$ cat src/verilog/bcm_clk_pkg.sv
// Basic clock module divider selection and clock configuration types
package bcm_clk_pkg;

  ////////////////////////////////////////
  // Prescaler
  ////////////////////////////////////////

  // Counter width, enough for divide by 8
  localparam int DIV_CW = 3;

  // Divider selection as held in DIVAx / DIVSx
  typedef logic [1:0] div_sel_t;

  // Selection codes
  localparam div_sel_t DIV_1 = 2'd0;
  localparam div_sel_t DIV_2 = 2'd1;
  localparam div_sel_t DIV_4 = 2'd2;
  localparam div_sel_t DIV_8 = 2'd3;

  ////////////////////////////////////////
  // Clock configuration
  ////////////////////////////////////////

  // Decoded register fields used by the clock logic
  // diva  ACLK division
  // divs  SMCLK division
  // sels  SMCLK source, 1 selects the crystal
  typedef struct packed {
    div_sel_t diva;
    div_sel_t divs;
    logic     sels;
  } clk_cfg_t;

endpackage

$ cat src/verilog/bcm_reg_pkg.sv
// Basic clock module register map, peripheral bus request and data word views
package bcm_reg_pkg;

  ////////////////////////////////////////
  // Peripheral bus geometry
  ////////////////////////////////////////

  // Word address width of the peripheral bus
  localparam int PER_AW = 14;

  // Byte base address of the block
  // Aligned to the decoder width
  localparam logic [15:0] BASE_ADDR = 16'h0050;

  // Address bits taken by the local decoder
  localparam int DEC_WD = 4;

  ////////////////////////////////////////
  // Register map
  ////////////////////////////////////////

  // Byte offsets from the base
  // Odd offset means high byte lane
  localparam logic [DEC_WD-1:0] BCSCTL1_OFS = 4'h7;
  localparam logic [DEC_WD-1:0] BCSCTL2_OFS = 4'h8;

  // Writable bits, everything else reads zero
  localparam logic [7:0] BCSCTL1_MASK = 8'h30;
  localparam logic [7:0] BCSCTL2_MASK = 8'h0E;

  // Field positions
  localparam int DIVA_LSB = 4;  // BCSCTL1 DIVAx
  localparam int SELS_BIT = 3;  // BCSCTL2 SELS
  localparam int DIVS_LSB = 1;  // BCSCTL2 DIVSx

  ////////////////////////////////////////
  // Bus types
  ////////////////////////////////////////

  // Single-cycle request, we == 0 means read
  typedef struct packed {
    logic              en;
    logic [PER_AW-1:0] addr;
    logic [1:0]        we;
    logic [15:0]       din;
  } per_req_t;

  // Byte lanes of a data word
  typedef struct packed {
    logic [7:0] hi;
    logic [7:0] lo;
  } per_bytes_t;

  // Data word seen whole or per byte lane
  typedef union packed {
    logic [15:0] raw;
    per_bytes_t  b;
  } per_word_u;

endpackage
$ cat src/verilog/bcm_fpga.sv
// Basic clock module top level for single-clock FPGA builds
module bcm_fpga (
  input  logic                  mclk,
  input  logic                  puc_rst,
  input  logic                  cpu_en,
  input  logic                  lfxt_clk,
  input  logic                  oscoff,
  input  logic                  scg1,
  input  bcm_reg_pkg::per_req_t per,
  output logic [15:0]           per_dout,
  output logic                  aclk_en,
  output logic                  smclk_en
);

  import bcm_clk_pkg::*;

  // Register fields for the clock logic
  clk_cfg_t cfg;

  // Source ticks, one mclk wide
  logic     lfxt_tick;
  logic     smclk_tick;

  ////////////////////////////////////////
  // Control registers
  ////////////////////////////////////////

  bcm_regs u_regs (
    .mclk     (mclk),
    .puc_rst  (puc_rst),
    .per      (per),
    .per_dout (per_dout),
    .cfg      (cfg)
  );

  ////////////////////////////////////////
  // Clock sources
  ////////////////////////////////////////

  bcm_clk_sources u_sources (
    .mclk       (mclk),
    .puc_rst    (puc_rst),
    .lfxt_clk   (lfxt_clk),
    .oscoff     (oscoff),
    .scg1       (scg1),
    .cfg        (cfg),
    .lfxt_tick  (lfxt_tick),
    .smclk_tick (smclk_tick)
  );

  ////////////////////////////////////////
  // Dividers
  ////////////////////////////////////////

  // ACLK always runs from the crystal
  bcm_clk_divider u_aclk_div (
    .mclk    (mclk),
    .puc_rst (puc_rst),
    .tick    (lfxt_tick),
    .cpu_en  (cpu_en),
    .div_sel (cfg.diva),
    .clk_en  (aclk_en)
  );

  // SMCLK source already chosen and gated
  bcm_clk_divider u_smclk_div (
    .mclk    (mclk),
    .puc_rst (puc_rst),
    .tick    (smclk_tick),
    .cpu_en  (cpu_en),
    .div_sel (cfg.divs),
    .clk_en  (smclk_en)
  );

endmodule

$ cat src/verilog/bcm_clk_divider.sv
// Basic clock module prescaler turning source ticks into a divided clock enable
module bcm_clk_divider (
  input  logic                  mclk,
  input  logic                  puc_rst,
  input  logic                  tick,
  input  logic                  cpu_en,
  input  bcm_clk_pkg::div_sel_t div_sel,
  output logic                  clk_en
);

  import bcm_clk_pkg::*;

  logic [DIV_CW-1:0] div_cnt;
  logic              cnt_full;
  logic              clk_en_nxt;

  ////////////////////////////////////////
  // Prescaler counter
  ////////////////////////////////////////

  // Counts source ticks, parked when not dividing
  always_ff @(posedge mclk or posedge puc_rst) begin
    if (puc_rst) begin
      div_cnt <= '0;
    end else if (tick && (div_sel != DIV_1)) begin
      div_cnt <= div_cnt + 1'b1;
    end
  end

  // Low N bits all ones for divide by 2^N
  always_comb begin
    case (div_sel)
      DIV_1:   cnt_full = 1'b1;
      DIV_2:   cnt_full = div_cnt[0];
      DIV_4:   cnt_full = &div_cnt[1:0];
      default: cnt_full = &div_cnt;  // DIV_8
    endcase
  end

  ////////////////////////////////////////
  // Enable output
  ////////////////////////////////////////

  // Tick that closes a division period
  assign clk_en_nxt = tick & cnt_full;

  // Registered pulse
  // cpu_en already synchronous to mclk
  always_ff @(posedge mclk or posedge puc_rst) begin
    if (puc_rst) begin
      clk_en <= 1'b0;
    end else begin
      clk_en <= clk_en_nxt & cpu_en;
    end
  end

endmodule

$ cat src/verilog/bcm_clk_sources.sv
// Basic clock module crystal synchronizer, edge detector and ACLK/SMCLK tick sources
module bcm_clk_sources (
  input  logic                  mclk,
  input  logic                  puc_rst,
  input  logic                  lfxt_clk,
  input  logic                  oscoff,
  input  logic                  scg1,
  input  bcm_clk_pkg::clk_cfg_t cfg,
  output logic                  lfxt_tick,
  output logic                  smclk_tick
);

  // Two-flop synchronizer, bit 1 is the safe copy
  logic [1:0] lfxt_sync;

  // Previous synchronized level
  logic       lfxt_dly;

  logic       lfxt_rise;
  logic       lfxt_stop;

  ////////////////////////////////////////
  // Crystal edge detection
  ////////////////////////////////////////

  // Bring the slow crystal into mclk
  always_ff @(posedge mclk or posedge puc_rst) begin
    if (puc_rst) begin
      lfxt_sync <= 2'b00;
    end else begin
      lfxt_sync <= {lfxt_sync[0], lfxt_clk};
    end
  end

  // Delay stage for the edge compare
  always_ff @(posedge mclk or posedge puc_rst) begin
    if (puc_rst) begin
      lfxt_dly <= 1'b0;
    end else begin
      lfxt_dly <= lfxt_sync[1];
    end
  end

  // One mclk pulse per crystal rising edge
  assign lfxt_rise = lfxt_sync[1] & ~lfxt_dly;

  // Oscillator off only matters when SMCLK does not run from it
  assign lfxt_stop = oscoff & ~cfg.sels;

  assign lfxt_tick = lfxt_rise & ~lfxt_stop;

  ////////////////////////////////////////
  // SMCLK source
  ////////////////////////////////////////

  // Crystal edges or every mclk cycle
  // scg1 switches the source off
  assign smclk_tick = ~scg1 & (cfg.sels ? lfxt_tick : 1'b1);

endmodule

$ cat src/verilog/bcm_regs.sv
// Basic clock module BCSCTL1/BCSCTL2 bus decoder, masked registers and read mux
module bcm_regs (
  input  logic                  mclk,
  input  logic                  puc_rst,
  input  bcm_reg_pkg::per_req_t per,
  output logic [15:0]           per_dout,
  output bcm_clk_pkg::clk_cfg_t cfg
);

  import bcm_reg_pkg::*;

  // Decoder
  logic              reg_sel;
  logic [DEC_WD-1:0] reg_addr;
  logic              reg_read;
  logic              hit_bcsctl1;
  logic              hit_bcsctl2;

  // Write path
  per_word_u         wr_word;
  logic              bcsctl1_wr;
  logic              bcsctl2_wr;
  logic [7:0]        bcsctl1_nxt;
  logic [7:0]        bcsctl2_nxt;

  // Registers
  logic [7:0]        bcsctl1;
  logic [7:0]        bcsctl2;

  // Read path
  logic              bcsctl1_rd;
  logic              bcsctl2_rd;
  per_word_u         rd_word;

  ////////////////////////////////////////
  // Address decode
  ////////////////////////////////////////

  // Block select on the upper word address bits
  assign reg_sel = per.en & (per.addr[PER_AW-1:DEC_WD-1] == BASE_ADDR[PER_AW:DEC_WD]);

  // Local word address inside the block
  assign reg_addr = {1'b0, per.addr[DEC_WD-2:0]};

  // Word hits, offsets are bytes so drop the lane bit
  assign hit_bcsctl1 = reg_sel & (reg_addr == (BCSCTL1_OFS >> 1));
  assign hit_bcsctl2 = reg_sel & (reg_addr == (BCSCTL2_OFS >> 1));

  // No write enable at all is a read
  assign reg_read = ~|per.we;

  // Byte strobes, each register only on its own lane
  assign bcsctl1_wr = hit_bcsctl1 & (BCSCTL1_OFS[0] ? per.we[1] : per.we[0]);
  assign bcsctl2_wr = hit_bcsctl2 & (BCSCTL2_OFS[0] ? per.we[1] : per.we[0]);

  assign bcsctl1_rd = hit_bcsctl1 & reg_read;
  assign bcsctl2_rd = hit_bcsctl2 & reg_read;

  ////////////////////////////////////////
  // Registers
  ////////////////////////////////////////

  // Split incoming word into lanes
  assign wr_word.raw = per.din;

  assign bcsctl1_nxt = BCSCTL1_OFS[0] ? wr_word.b.hi : wr_word.b.lo;
  assign bcsctl2_nxt = BCSCTL2_OFS[0] ? wr_word.b.hi : wr_word.b.lo;

  // BCSCTL1, only DIVAx is kept
  always_ff @(posedge mclk or posedge puc_rst) begin
    if (puc_rst) begin
      bcsctl1 <= 8'h00;
    end else if (bcsctl1_wr) begin
      bcsctl1 <= bcsctl1_nxt & BCSCTL1_MASK;
    end
  end

  // BCSCTL2, SELS and DIVSx
  // MCLK fields are not implemented
  always_ff @(posedge mclk or posedge puc_rst) begin
    if (puc_rst) begin
      bcsctl2 <= 8'h00;
    end else if (bcsctl2_wr) begin
      bcsctl2 <= bcsctl2_nxt & BCSCTL2_MASK;
    end
  end

  ////////////////////////////////////////
  // Read-back
  ////////////////////////////////////////

  // Selected register in its lane, zero elsewhere
  always_comb begin
    rd_word.raw = 16'h0000;
    if (bcsctl1_rd) begin
      if (BCSCTL1_OFS[0]) begin
        rd_word.b.hi = bcsctl1;
      end else begin
        rd_word.b.lo = bcsctl1;
      end
    end
    if (bcsctl2_rd) begin
      if (BCSCTL2_OFS[0]) begin
        rd_word.b.hi = bcsctl2;
      end else begin
        rd_word.b.lo = bcsctl2;
      end
    end
  end

  assign per_dout = rd_word.raw;

  // Fields handed to the clock logic
  assign cfg = '{
    diva: bcsctl1[DIVA_LSB +: 2],
    divs: bcsctl2[DIVS_LSB +: 2],
    sels: bcsctl2[SELS_BIT]
  };

endmodule

$ cat config.mk
export PLATFORM = sky130hd
export DESIGN_NAME = bcm_fpga
export DESIGN_NICKNAME = d
export VERILOG_FILES = /design/src/verilog/bcm_clk_pkg.sv /design/src/verilog/bcm_reg_pkg.sv /design/src/verilog/bcm_fpga.sv /design/src/verilog/bcm_clk_divider.sv /design/src/verilog/bcm_clk_sources.sv /design/src/verilog/bcm_regs.sv
export SDC_FILE = /design/constraint.sdc
export NUM_CORES = 1
export LEC_CHECK = 0
export ABC_AREA = 1
export BUFFER_PORTS_ARGS = -buffer_cell sky130_fd_sc_hd__buf_2
export CORE_UTILIZATION = 45
export DETAILED_ROUTE_END_ITERATION = 8
export PLACE_DENSITY = 0.92
export SLEW_MARGIN = 10
export SYNTH_ARGS = -nofsm -noshare
export SYNTH_HDL_FRONTEND = slang
export SYNTH_SLANG_ARGS = --single-unit
$ cat constraint.sdc
create_clock -name mclk -period 2.1 [get_ports mclk]
set_input_delay 0.42 -clock mclk [delete_from_list [all_inputs] [get_ports mclk]]
set_output_delay 0.42 -clock mclk [all_outputs]
set_load 0.1 [all_outputs]
==> metrics.txt, run 1 <==
# rows=16; Clock Sink Count=16; status=finished, final reports clean; wire per inst=~12 um; gr usage total=21.87%; yosys warns=0; Initial DRC Count=30; post-synthesis sequential area ratio=about two fifths; ant diodes=0; die area=roughly 0.0024 mm2; HPWL after detailed placement=around 1.8 mm; TritonCTS clock tree=yes; total grt overflow=0; Yosys cell types=19; Worst-path clk slew=around 0.090 ns; CP max FO=7; setup repair bufs after CTS=0; drt pass-1 iters=4; Post-synth top cells=nand2_1, inv_1, dfrtp_1; CP startpoint kind=input port; Peak VDD IR=roughly 400 uV; top cells by area, synth=dfrtp_1, nand2_1, buf_4; hold_buf cts=0; # IOs=57; met3 Use GR=under 10%; Post-Syn Area per Cell=a little under 8 um2; first-pass GRT wire length=approximately 3.9 mm; DR vias=between 900 and 1000; post-cts sizing count=0; Post-synth ARST share=between 90% and 100%; setup TNS=0 ns; Port Buffers=34; final setup violation count=0; fin nets=206; Final Critical Period=around 2.0 ns; DR vias/cell=4.836; synthesis-to-layout area growth=29.01%; CTS H-Tree Depth=1; Num CTS Buffers=3; critical path arrival=around 1.6 ns; RSZ-0062 raised after global routing=no; CP required=approximately 1.7 ns; Slew HR=59.52%; Fmax=0.4999 GHz; cell taking the most area after synthesis=dfrtp_1; DRT antenna net count=0; Final Hold Viols=0; latest clock arrival within the worst-skew pair=0.29 ns; Leak=0.6698 nW; Most Used Layer, Global Route=met2; kind of critical path=in2out; #FFs+latches synth=16; Worst Hold Class=in2async; Final period util=95.26%; Chip Height=about 49 um; placed cells=185; Gate Count Post-Synth=about 130; met1 global-route usage=22.58%; Layout Skew=approximately 0.0021 ns; Worst-Margin Slew=0.6065 ns; Post-synth EDFFs=0; ratio of cells with drive above 1 in the final layout=29.63%; gpl congestion=about 0.75; synthesized area=a little under 0.001 mm2; final wirelength=roughly 2.2 mm; largest net degree at the start of global routing=17; initial antenna violation count=0; count leader, synth=nand2_1; dominant synthesized flop cell=dfrtp_1; Clock Path Buffers=2; filler-free cell count of the finished design=about 190; R2R Path Start=u_aclk_div.div_cnt[0]; Core Area=~0.0020 mm2; chip width=a little under 50 um; root buffer cell=clkbuf_4; top-area cell type share of the netlist area=about two fifths; Critical Path Start=per[31]; Setup crit end kind=primary output; initial core utilization=approximately 49%; vias in the first global route=942; max_cap viols=0; DRC Markers=0; max-slew violation count=0; power per cell area=between 500 and 600 mW/mm2; met2 GRT Util=40.38%
==> cells in the final DEF (no fill, tap or decap) <==
cell	instances
nand3_2	2
nor3b_4	1
clkbuf_4	3
ha_1	4
inv_1	19
nand2_1	32
o21ai_0	4
nor2_4	1
dfrtp_1	16
nor2_2	5
buf_12	5
a31oi_1	2
buf_2	29
conb_1	11
xnor2_1	2
nor2_1	10
o21ai_2	1
nand3_1	4
a21oi_1	1
clkbuf_8	1
nand4_1	7
nor3_1	1
o211ai_1	1
==> through the flow <==
| stage | util, % | hold slack, ns | instance area (um2) | worst slack, ns | power, W |
|---|---|---|---|---|---|
| finish | 62.81 | 0.1826 | 1257 | 0.09956 | 0.0006752 |
| detailed placement | 61.00 | 0.3365 | 1221 | 0.1334 | 0.0004762 |
| global route | 62.81 | 0.2207 | 1257 | 0.002244 | 0.0007056 |
| CTS | 62.81 | 0.1949 | 1257 | 0.1124 | 0.0006795 |
| global placement | 61.00 | 0.3326 | 1221 | 0.2155 | 0.0004725 |
| floorplan | - | 0.3312 | 1025 | -0.05586 | 0.0004549 |
==> flip-flops by register name, summed over array words and instances (netlist names) <==
name,flops
u_sources.lfxt_sync,2
u_regs.bcsctl2,3
u_smclk_div.clk_en,1
u_aclk_div.div_cnt,3
u_smclk_div.div_cnt,3
u_sources.lfxt_dly,1
u_regs.bcsctl1,2
u_aclk_div.clk_en,1
==> report_power, final <==
group	leakage (nW)	internal, W	switching [W]
clock	0.0210	0.000106	0.0000984
sequential	0.215	0.000313	0.00000181
combinational	0.433	0.0000274	0.000129
==> per-layer routing <==
metal,share of wire [%],vias up
li1,-,447
met1,36,416
met2,57,43
met3,4.7,8
met4,2.6,0
met5,0,-
==> critical path, cell delays in order <==
cell and delay (ns):
buf_2 0.11, inv_1 0.05, nand2_1 0.05, nor2_1 0.13, nand2_1 0.10, nor2_4 0.18, nand3_2 0.17, nor2_2 0.17
buf_12 0.19
==> final cells by class <==
cell class                      count  area [um2]
Timing Repair Buffer               34       245.2
Tap cell                           27       33.78
Clock buffer                        4       36.28
Sequential cell                    16       400.4
Fill cell                         168       744.5
Inverter                           19       71.32
Multi-Input combinational cell     89       470.5
==> path summary, 6_finish.rpt <==
check | to | slack [ns] | cells past startpoint
setup / recovery | per_dout[2] | 0.1 | 9
max in group asynchronous | u_smclk_div.clk_en | 1.53 | 2
min in group mclk | u_sources.lfxt_sync[0] | 0.23 | 1
hold reg to reg | u_sources.lfxt_sync[1] | 0.36 | 0
setup reg to reg | u_aclk_div.div_cnt[2] | 0.84 | 4
hold / removal | u_sources.lfxt_dly | 0.18 | 2
==> cell families after synthesis <==
group	after synthesis	synth area share (%)
buffers and inverters	30	15.79
other	1	0.3847
flip-flops	16	41.08
AO/OA/AOI/OAI	9	5.520
AND/OR/NAND/NOR	63	30.29
XOR/XNOR	2	1.798
adder cells (fa/ha/maj)	4	5.135
(Power assumes the default switching activity.)
==> run 2: changes to the inputs <==
Settings changed: PLACE_DENSITY 0.92 to 0.9, SYNTH_HIERARCHICAL set to 1.
==> metrics.txt, run 2 <==
Chip Height=50.62 um; commonest non-fill, non-tap cell in the layout=nand2_1; critical path's most frequent cell=nand2_1; wire per inst=8.873 um; DR vias/cell=about 4.5; Fmax=0.5320 GHz; Num CTS Buffers=3; top flop regs=u_aclk_div/div_cnt (3), u_regs/bcsctl2 (3), u_smclk_div/div_cnt (3); Filler Cell Count=between 150 and 200; Logic pwr share=around a quarter; drt pass-1 iters=6; CP max FO=7; final wirelength=~1.9 mm; CTS H-Tree Depth=1; yosys warns=6; Peak VDD IR=~500 uV; Gate Count Post-Synth=about 150; pre-CTS setup slack=approximately 0.2 ns; setup repair bufs after CTS=0; first-pass GRT wire length=~3.3 mm; dominant synthesized flop cell=dfrtp_1; CP Cell Sequence=buf_2, inv_1, nand2_1, nor2_1, nand2_1, nor2_4, nand3_2, nor2_2, buf_12; setup TNS=0 ns; critical path arrival=~1.5 ns; chip width=50.62 um; gpl congestion=between 0.8 and 0.9; crit path max-delay cell type=buf_12; Worst-path clk slew=roughly 0.080 ns; placed cells=210; Reg2Reg Depth=4; kind of critical path=in2out; max_cap viols=0; Internal=0.0004078 W; top-area cell type share of the netlist area=37.65%; internal reg-to-reg setup slack=0.93 ns; Final Critical Period=approximately 1.9 ns; CP required=about 1.7 ns; Yosys cell types=16; CP startpoint kind=input port; Final Hold Viols=0; DRC Markers=0; root buffer cell=clkbuf_4; HPWL after detailed placement=1.634 mm; Port Buffers=34; Post-synth EDFFs=0; most frequent cells in the layout=nand2_1, buf_2, inv_1; Worst Hold Class=in2async; # rows=17; Placed Area=0.001321 mm2; DR vias=approximately 970; Post-Syn Area per Cell=a little over 7 um2; Net Sw Frac=34.91%; synthesis-to-layout area growth=26.35%; DRT antenna net count=0; count leader, synth=nand2_1; vias in the first global route=roughly 890; fin nets=230; setup ws final=around 0.22 ns; reg2reg end=u_smclk_div/div_cnt[2]; TritonCTS clock tree=yes; post-synthesis sequential area ratio=37.65%; R2R Path Start=u_smclk_div/div_cnt[0]; initial antenna violation count=0; Clock Sink Count=16; fin area=approximately 0.0013 mm2; Leak=between 0.7 and 0.8 nW; ant diodes=0; gr usage total=16.88%; initial core utilization=48.08%; top cells by area, synth=dfrtp_1, nand2_1, inv_1; Post-synth top cells=nand2_1, inv_1, nor2_1; Final period util=89.51%; synthesized area=approximately 0.0011 mm2; RSZ-0062 raised after global routing=no; post-cts sizing count=0; total grt overflow=0; delay of the slowest critical-path stage=approximately 0.19 ns; #FFs+latches synth=16; filler-free cell count of the finished design=213; die area=0.002562 mm2; Setup crit end kind=primary output; ratio of cells with drive above 1 in the final layout=~28%; sequential power share=about half; Layout Skew=around 0.0046 ns; final core occ=just over 60%; power per cell area=between 400 and 500 mW/mm2; Clock Path Buffers=2; Core Area=0.002212 mm2; cell taking the most area after synthesis=dfrtp_1; largest net degree at the start of global routing=9; max-slew violation count=0; Initial DRC Count=12; hold_buf cts=0; clock group share of total power=between 20% and 30%; Post-synth ARST share=between 90% and 100%; # IOs=between 50 and 60; latest clock arrival within the worst-skew pair=0.27 ns; status=finished, final reports clean; final setup violation count=0; Net Sw Power=~0.00022 W
run 2: cells by family after synthesis:
kind of cell / Yosys count / synth area share, %
AO/OA/AOI/OAI: 2 / 1.647
adder cells (fa/ha/maj): 4 / 4.706
buffers and inverters: 40 / 18.00
flip-flops: 16 / 37.65
other: 1 / 0.3526
AND/OR/NAND/NOR: 86 / 37.65
run 2: how the worst max path moves through the flow:
| stage | to | startpoint | cells past startpoint | slack, ns |
|---|---|---|---|---|
| 2_1_floorplan | per_dout[1] | per[29] | 7 | -0.06 |
| 3_3_place_gp | per_dout[3] | per[29] | 9 | 0.24 |
| 3_5_place_dp | per_dout[1] | per[22] | 9 | 0.20 |
| 4_1_cts | per_dout[1] | per[22] | 9 | 0.20 |
| 5_1_grt | per_dout[1] | per[27] | 9 | 0.09 |
| 6_report | per_dout[1] | per[29] | 9 | 0.22 |
run 2: per-layer routing:
layer	routed length [um]	vias up	GRT usage [%]
li1	-	506	-
met1	758	439	17.68
met2	1058	18	34.44
met3	65	2	3.939
met4	7	0	1.389
met5	0	-	0
run 2: power by group through the flow:
stage               Clock [W]  Sequential [W]  Combinational [W]
floorplan                   0        0.000331           0.000127
global placement            0        0.000321           0.000158
detailed placement          0        0.000321           0.000159
CTS                  0.000159        0.000315           0.000160
global route         0.000171        0.000315           0.000171
finish               0.000153        0.000315           0.000159
run 2: area by class of cell:
class                      instances  area [um2]  area share, %
sequential                        16       400.4          29.80
timing repair buffer              34       245.2          18.25
multi-input combinational        103       531.8          39.57
inverter                          29       108.9          8.101
clock buffer                       3       22.52          1.676
tap                               28       35.03          2.607
run 2: metrics by stage:
step	total power, W	hold slack (ns)
6_report	0.0006265	0.03052
5_1_grt	0.0006570	0.02881
4_1_cts	0.0006332	0.02519
3_5_place_dp	0.0004802	0.3296
3_3_place_gp	0.0004786	0.3250
2_1_floorplan	0.0004586	0.1736
run 2: critical path, delay by kind of cell:
kind / cells / cell delay (ns)
and+or+nand+nor: 6 / 0.71
buffers and inverters: 3 / 0.33
==> run 3: changes to the inputs <==
Settings changed: SETUP_SLACK_MARGIN set to 0.5.
==> metrics.txt, run 3 (synthesis results as in run 2) <==
Chip Height=between 50 and 60 um; Worst Hold Class=in2async; ratio of cells with drive above 1 in the final layout=roughly 32%; drt pass-1 iters=4; RSZ-0062 raised after global routing=yes; gr usage total=about a fifth; gpl congestion=0.7648; setup TNS=0 ns; Clock Path Buffers=2; crit path buf inv count=3; max_cap viols=0; ant diodes=0; final wirelength=~2.2 mm; Port Buffers=34; HPWL after detailed placement=approximately 1.8 mm; WP depth=9; Fmax=0.5380 GHz; Clock Sink Count=16; TritonCTS clock tree=yes; Top Family by Delay on Critical Path=simple AND/OR/NAND/NOR gates; CP max FO=3; die area=~0.0026 mm2; CP startpoint kind=input port; delay of the slowest critical-path stage=between 0.15 and 0.2 ns; CP Cell Sequence=buf_6, inv_2, nand2_1, nor2_1, nand2_1, nor2_4, nand3_4, nor2_4, buf_12; chip width=~51 um; commonest non-fill, non-tap cell in the layout=nand2_1; fin nets=232; DR vias=around 970; crit path max-delay cell type=buf_12; Worst-path clk slew=about 0.10 ns; latest clock arrival within the worst-skew pair=slightly below 0.3 ns; Setup crit end kind=primary output; Layout Skew=roughly 0.0089 ns; Leak=~0.78 nW; status=finished, final reports clean; Reg2Reg Depth=4; root buffer cell=clkbuf_4; top flop regs=u_aclk_div/div_cnt (3), u_regs/bcsctl2 (3), u_smclk_div/div_cnt (3); DR vias/cell=4.509; Final Critical Period=roughly 1.9 ns; # IOs=57; synthesis-to-layout area growth=36.00%; final setup violation count=0; Initial DRC Count=17; initial core utilization=48.08%; total power draw=between 0.0006 and 0.0007 W; CTS H-Tree Depth=1; kind of critical path=in2out; most frequent cells in the layout=nand2_1, buf_2, inv_1; Final period util=roughly nine tenths; DRT antenna net count=0; hold_buf cts=0; max-slew violation count=0; Peak VDD IR=577.3 uV; Num CTS Buffers=3; total grt overflow=0; Final Hold Viols=0; CP required=about 1.7 ns; Core Area=~0.0022 mm2; # rows=17; power per cell area=approximately 480 mW/mm2; wire per inst=10.27 um; critical path arrival=around 1.4 ns; largest net degree at the start of global routing=10; initial antenna violation count=0; DRC Markers=0; vias in the first global route=about 900; first-pass GRT wire length=between 3 and 4 mm
==> run 3: metrics by stage <==
stage	instances	area, um2	utilization (%)	hold slack (ns)	setup WS, ns
6_report	216	1446	65.38	0.008758	0.2412
2_1_floorplan	159	1159	-	0.1736	0.2129
5_1_grt	216	1446	65.38	0.01193	0.1915
4_1_cts	215	1428	64.54	0.0002804	0.2034
3_5_place_dp	210	1356	61.31	0.3245	0.1468
3_3_place_gp	210	1356	61.31	0.3240	0.1735
==> run 3: layer usage <==
| metal | GRT usage (%) | part of all wire (%) |
|---|---|---|
| met1 | 20.90 | 41 |
| met2 | 35.56 | 55 |
| met3 | 3.939 | 3.9 |
| met4 | 5.093 | 0 |
| met5 | 0 | 0 |
==> run 3: cell type report <==
type                    count  area [um2]
clock buffers               4       36.28
fillers                   188       765.7
inverters                  29       118.9
multi-input cells         103       564.3
flip-flops and latches     16       400.4
well taps                  28       35.03
repair buffers             36       291.5
==> run 3: final timing paths <==
path | start | endpoint | slack (ns)
hold reg to reg | u_sources/lfxt_sync[0] | u_sources/lfxt_sync[1] | 0.34
max in group asynchronous | puc_rst | u_regs/bcsctl1[4] | 1.86
hold / removal | puc_rst | u_sources/lfxt_dly | 0.009
min in group mclk | lfxt_clk | u_sources/lfxt_sync[0] | 0.24
setup reg to reg | u_smclk_div/div_cnt[0] | u_smclk_div/div_cnt[2] | 0.92
setup / recovery | per[27] | per_dout[3] | 0.24
==> run 3: worst reg2reg max path, cell delays in order, from the launching register on <==
cell     delay [ns]
dfrtp_1        0.43
ha_1           0.24
ha_1           0.28
nand3_1        0.08
nand2_1        0.06
==> run 3: repair_timing <==
action / 4_1_cts / 5_1_grt
buffers inserted: 1 / 1
setup endpoints to repair: 5 / 5
resized for setup: 7 / 2
pin swaps: 8 / 5
==> run 3: power by group <==
part	leakage (nW)	switching, W	internal, W
Clock	0.0210	0.0000953	0.000106
Sequential	0.215	0.00000201	0.000313
Combinational	0.541	0.000137	0.0000360
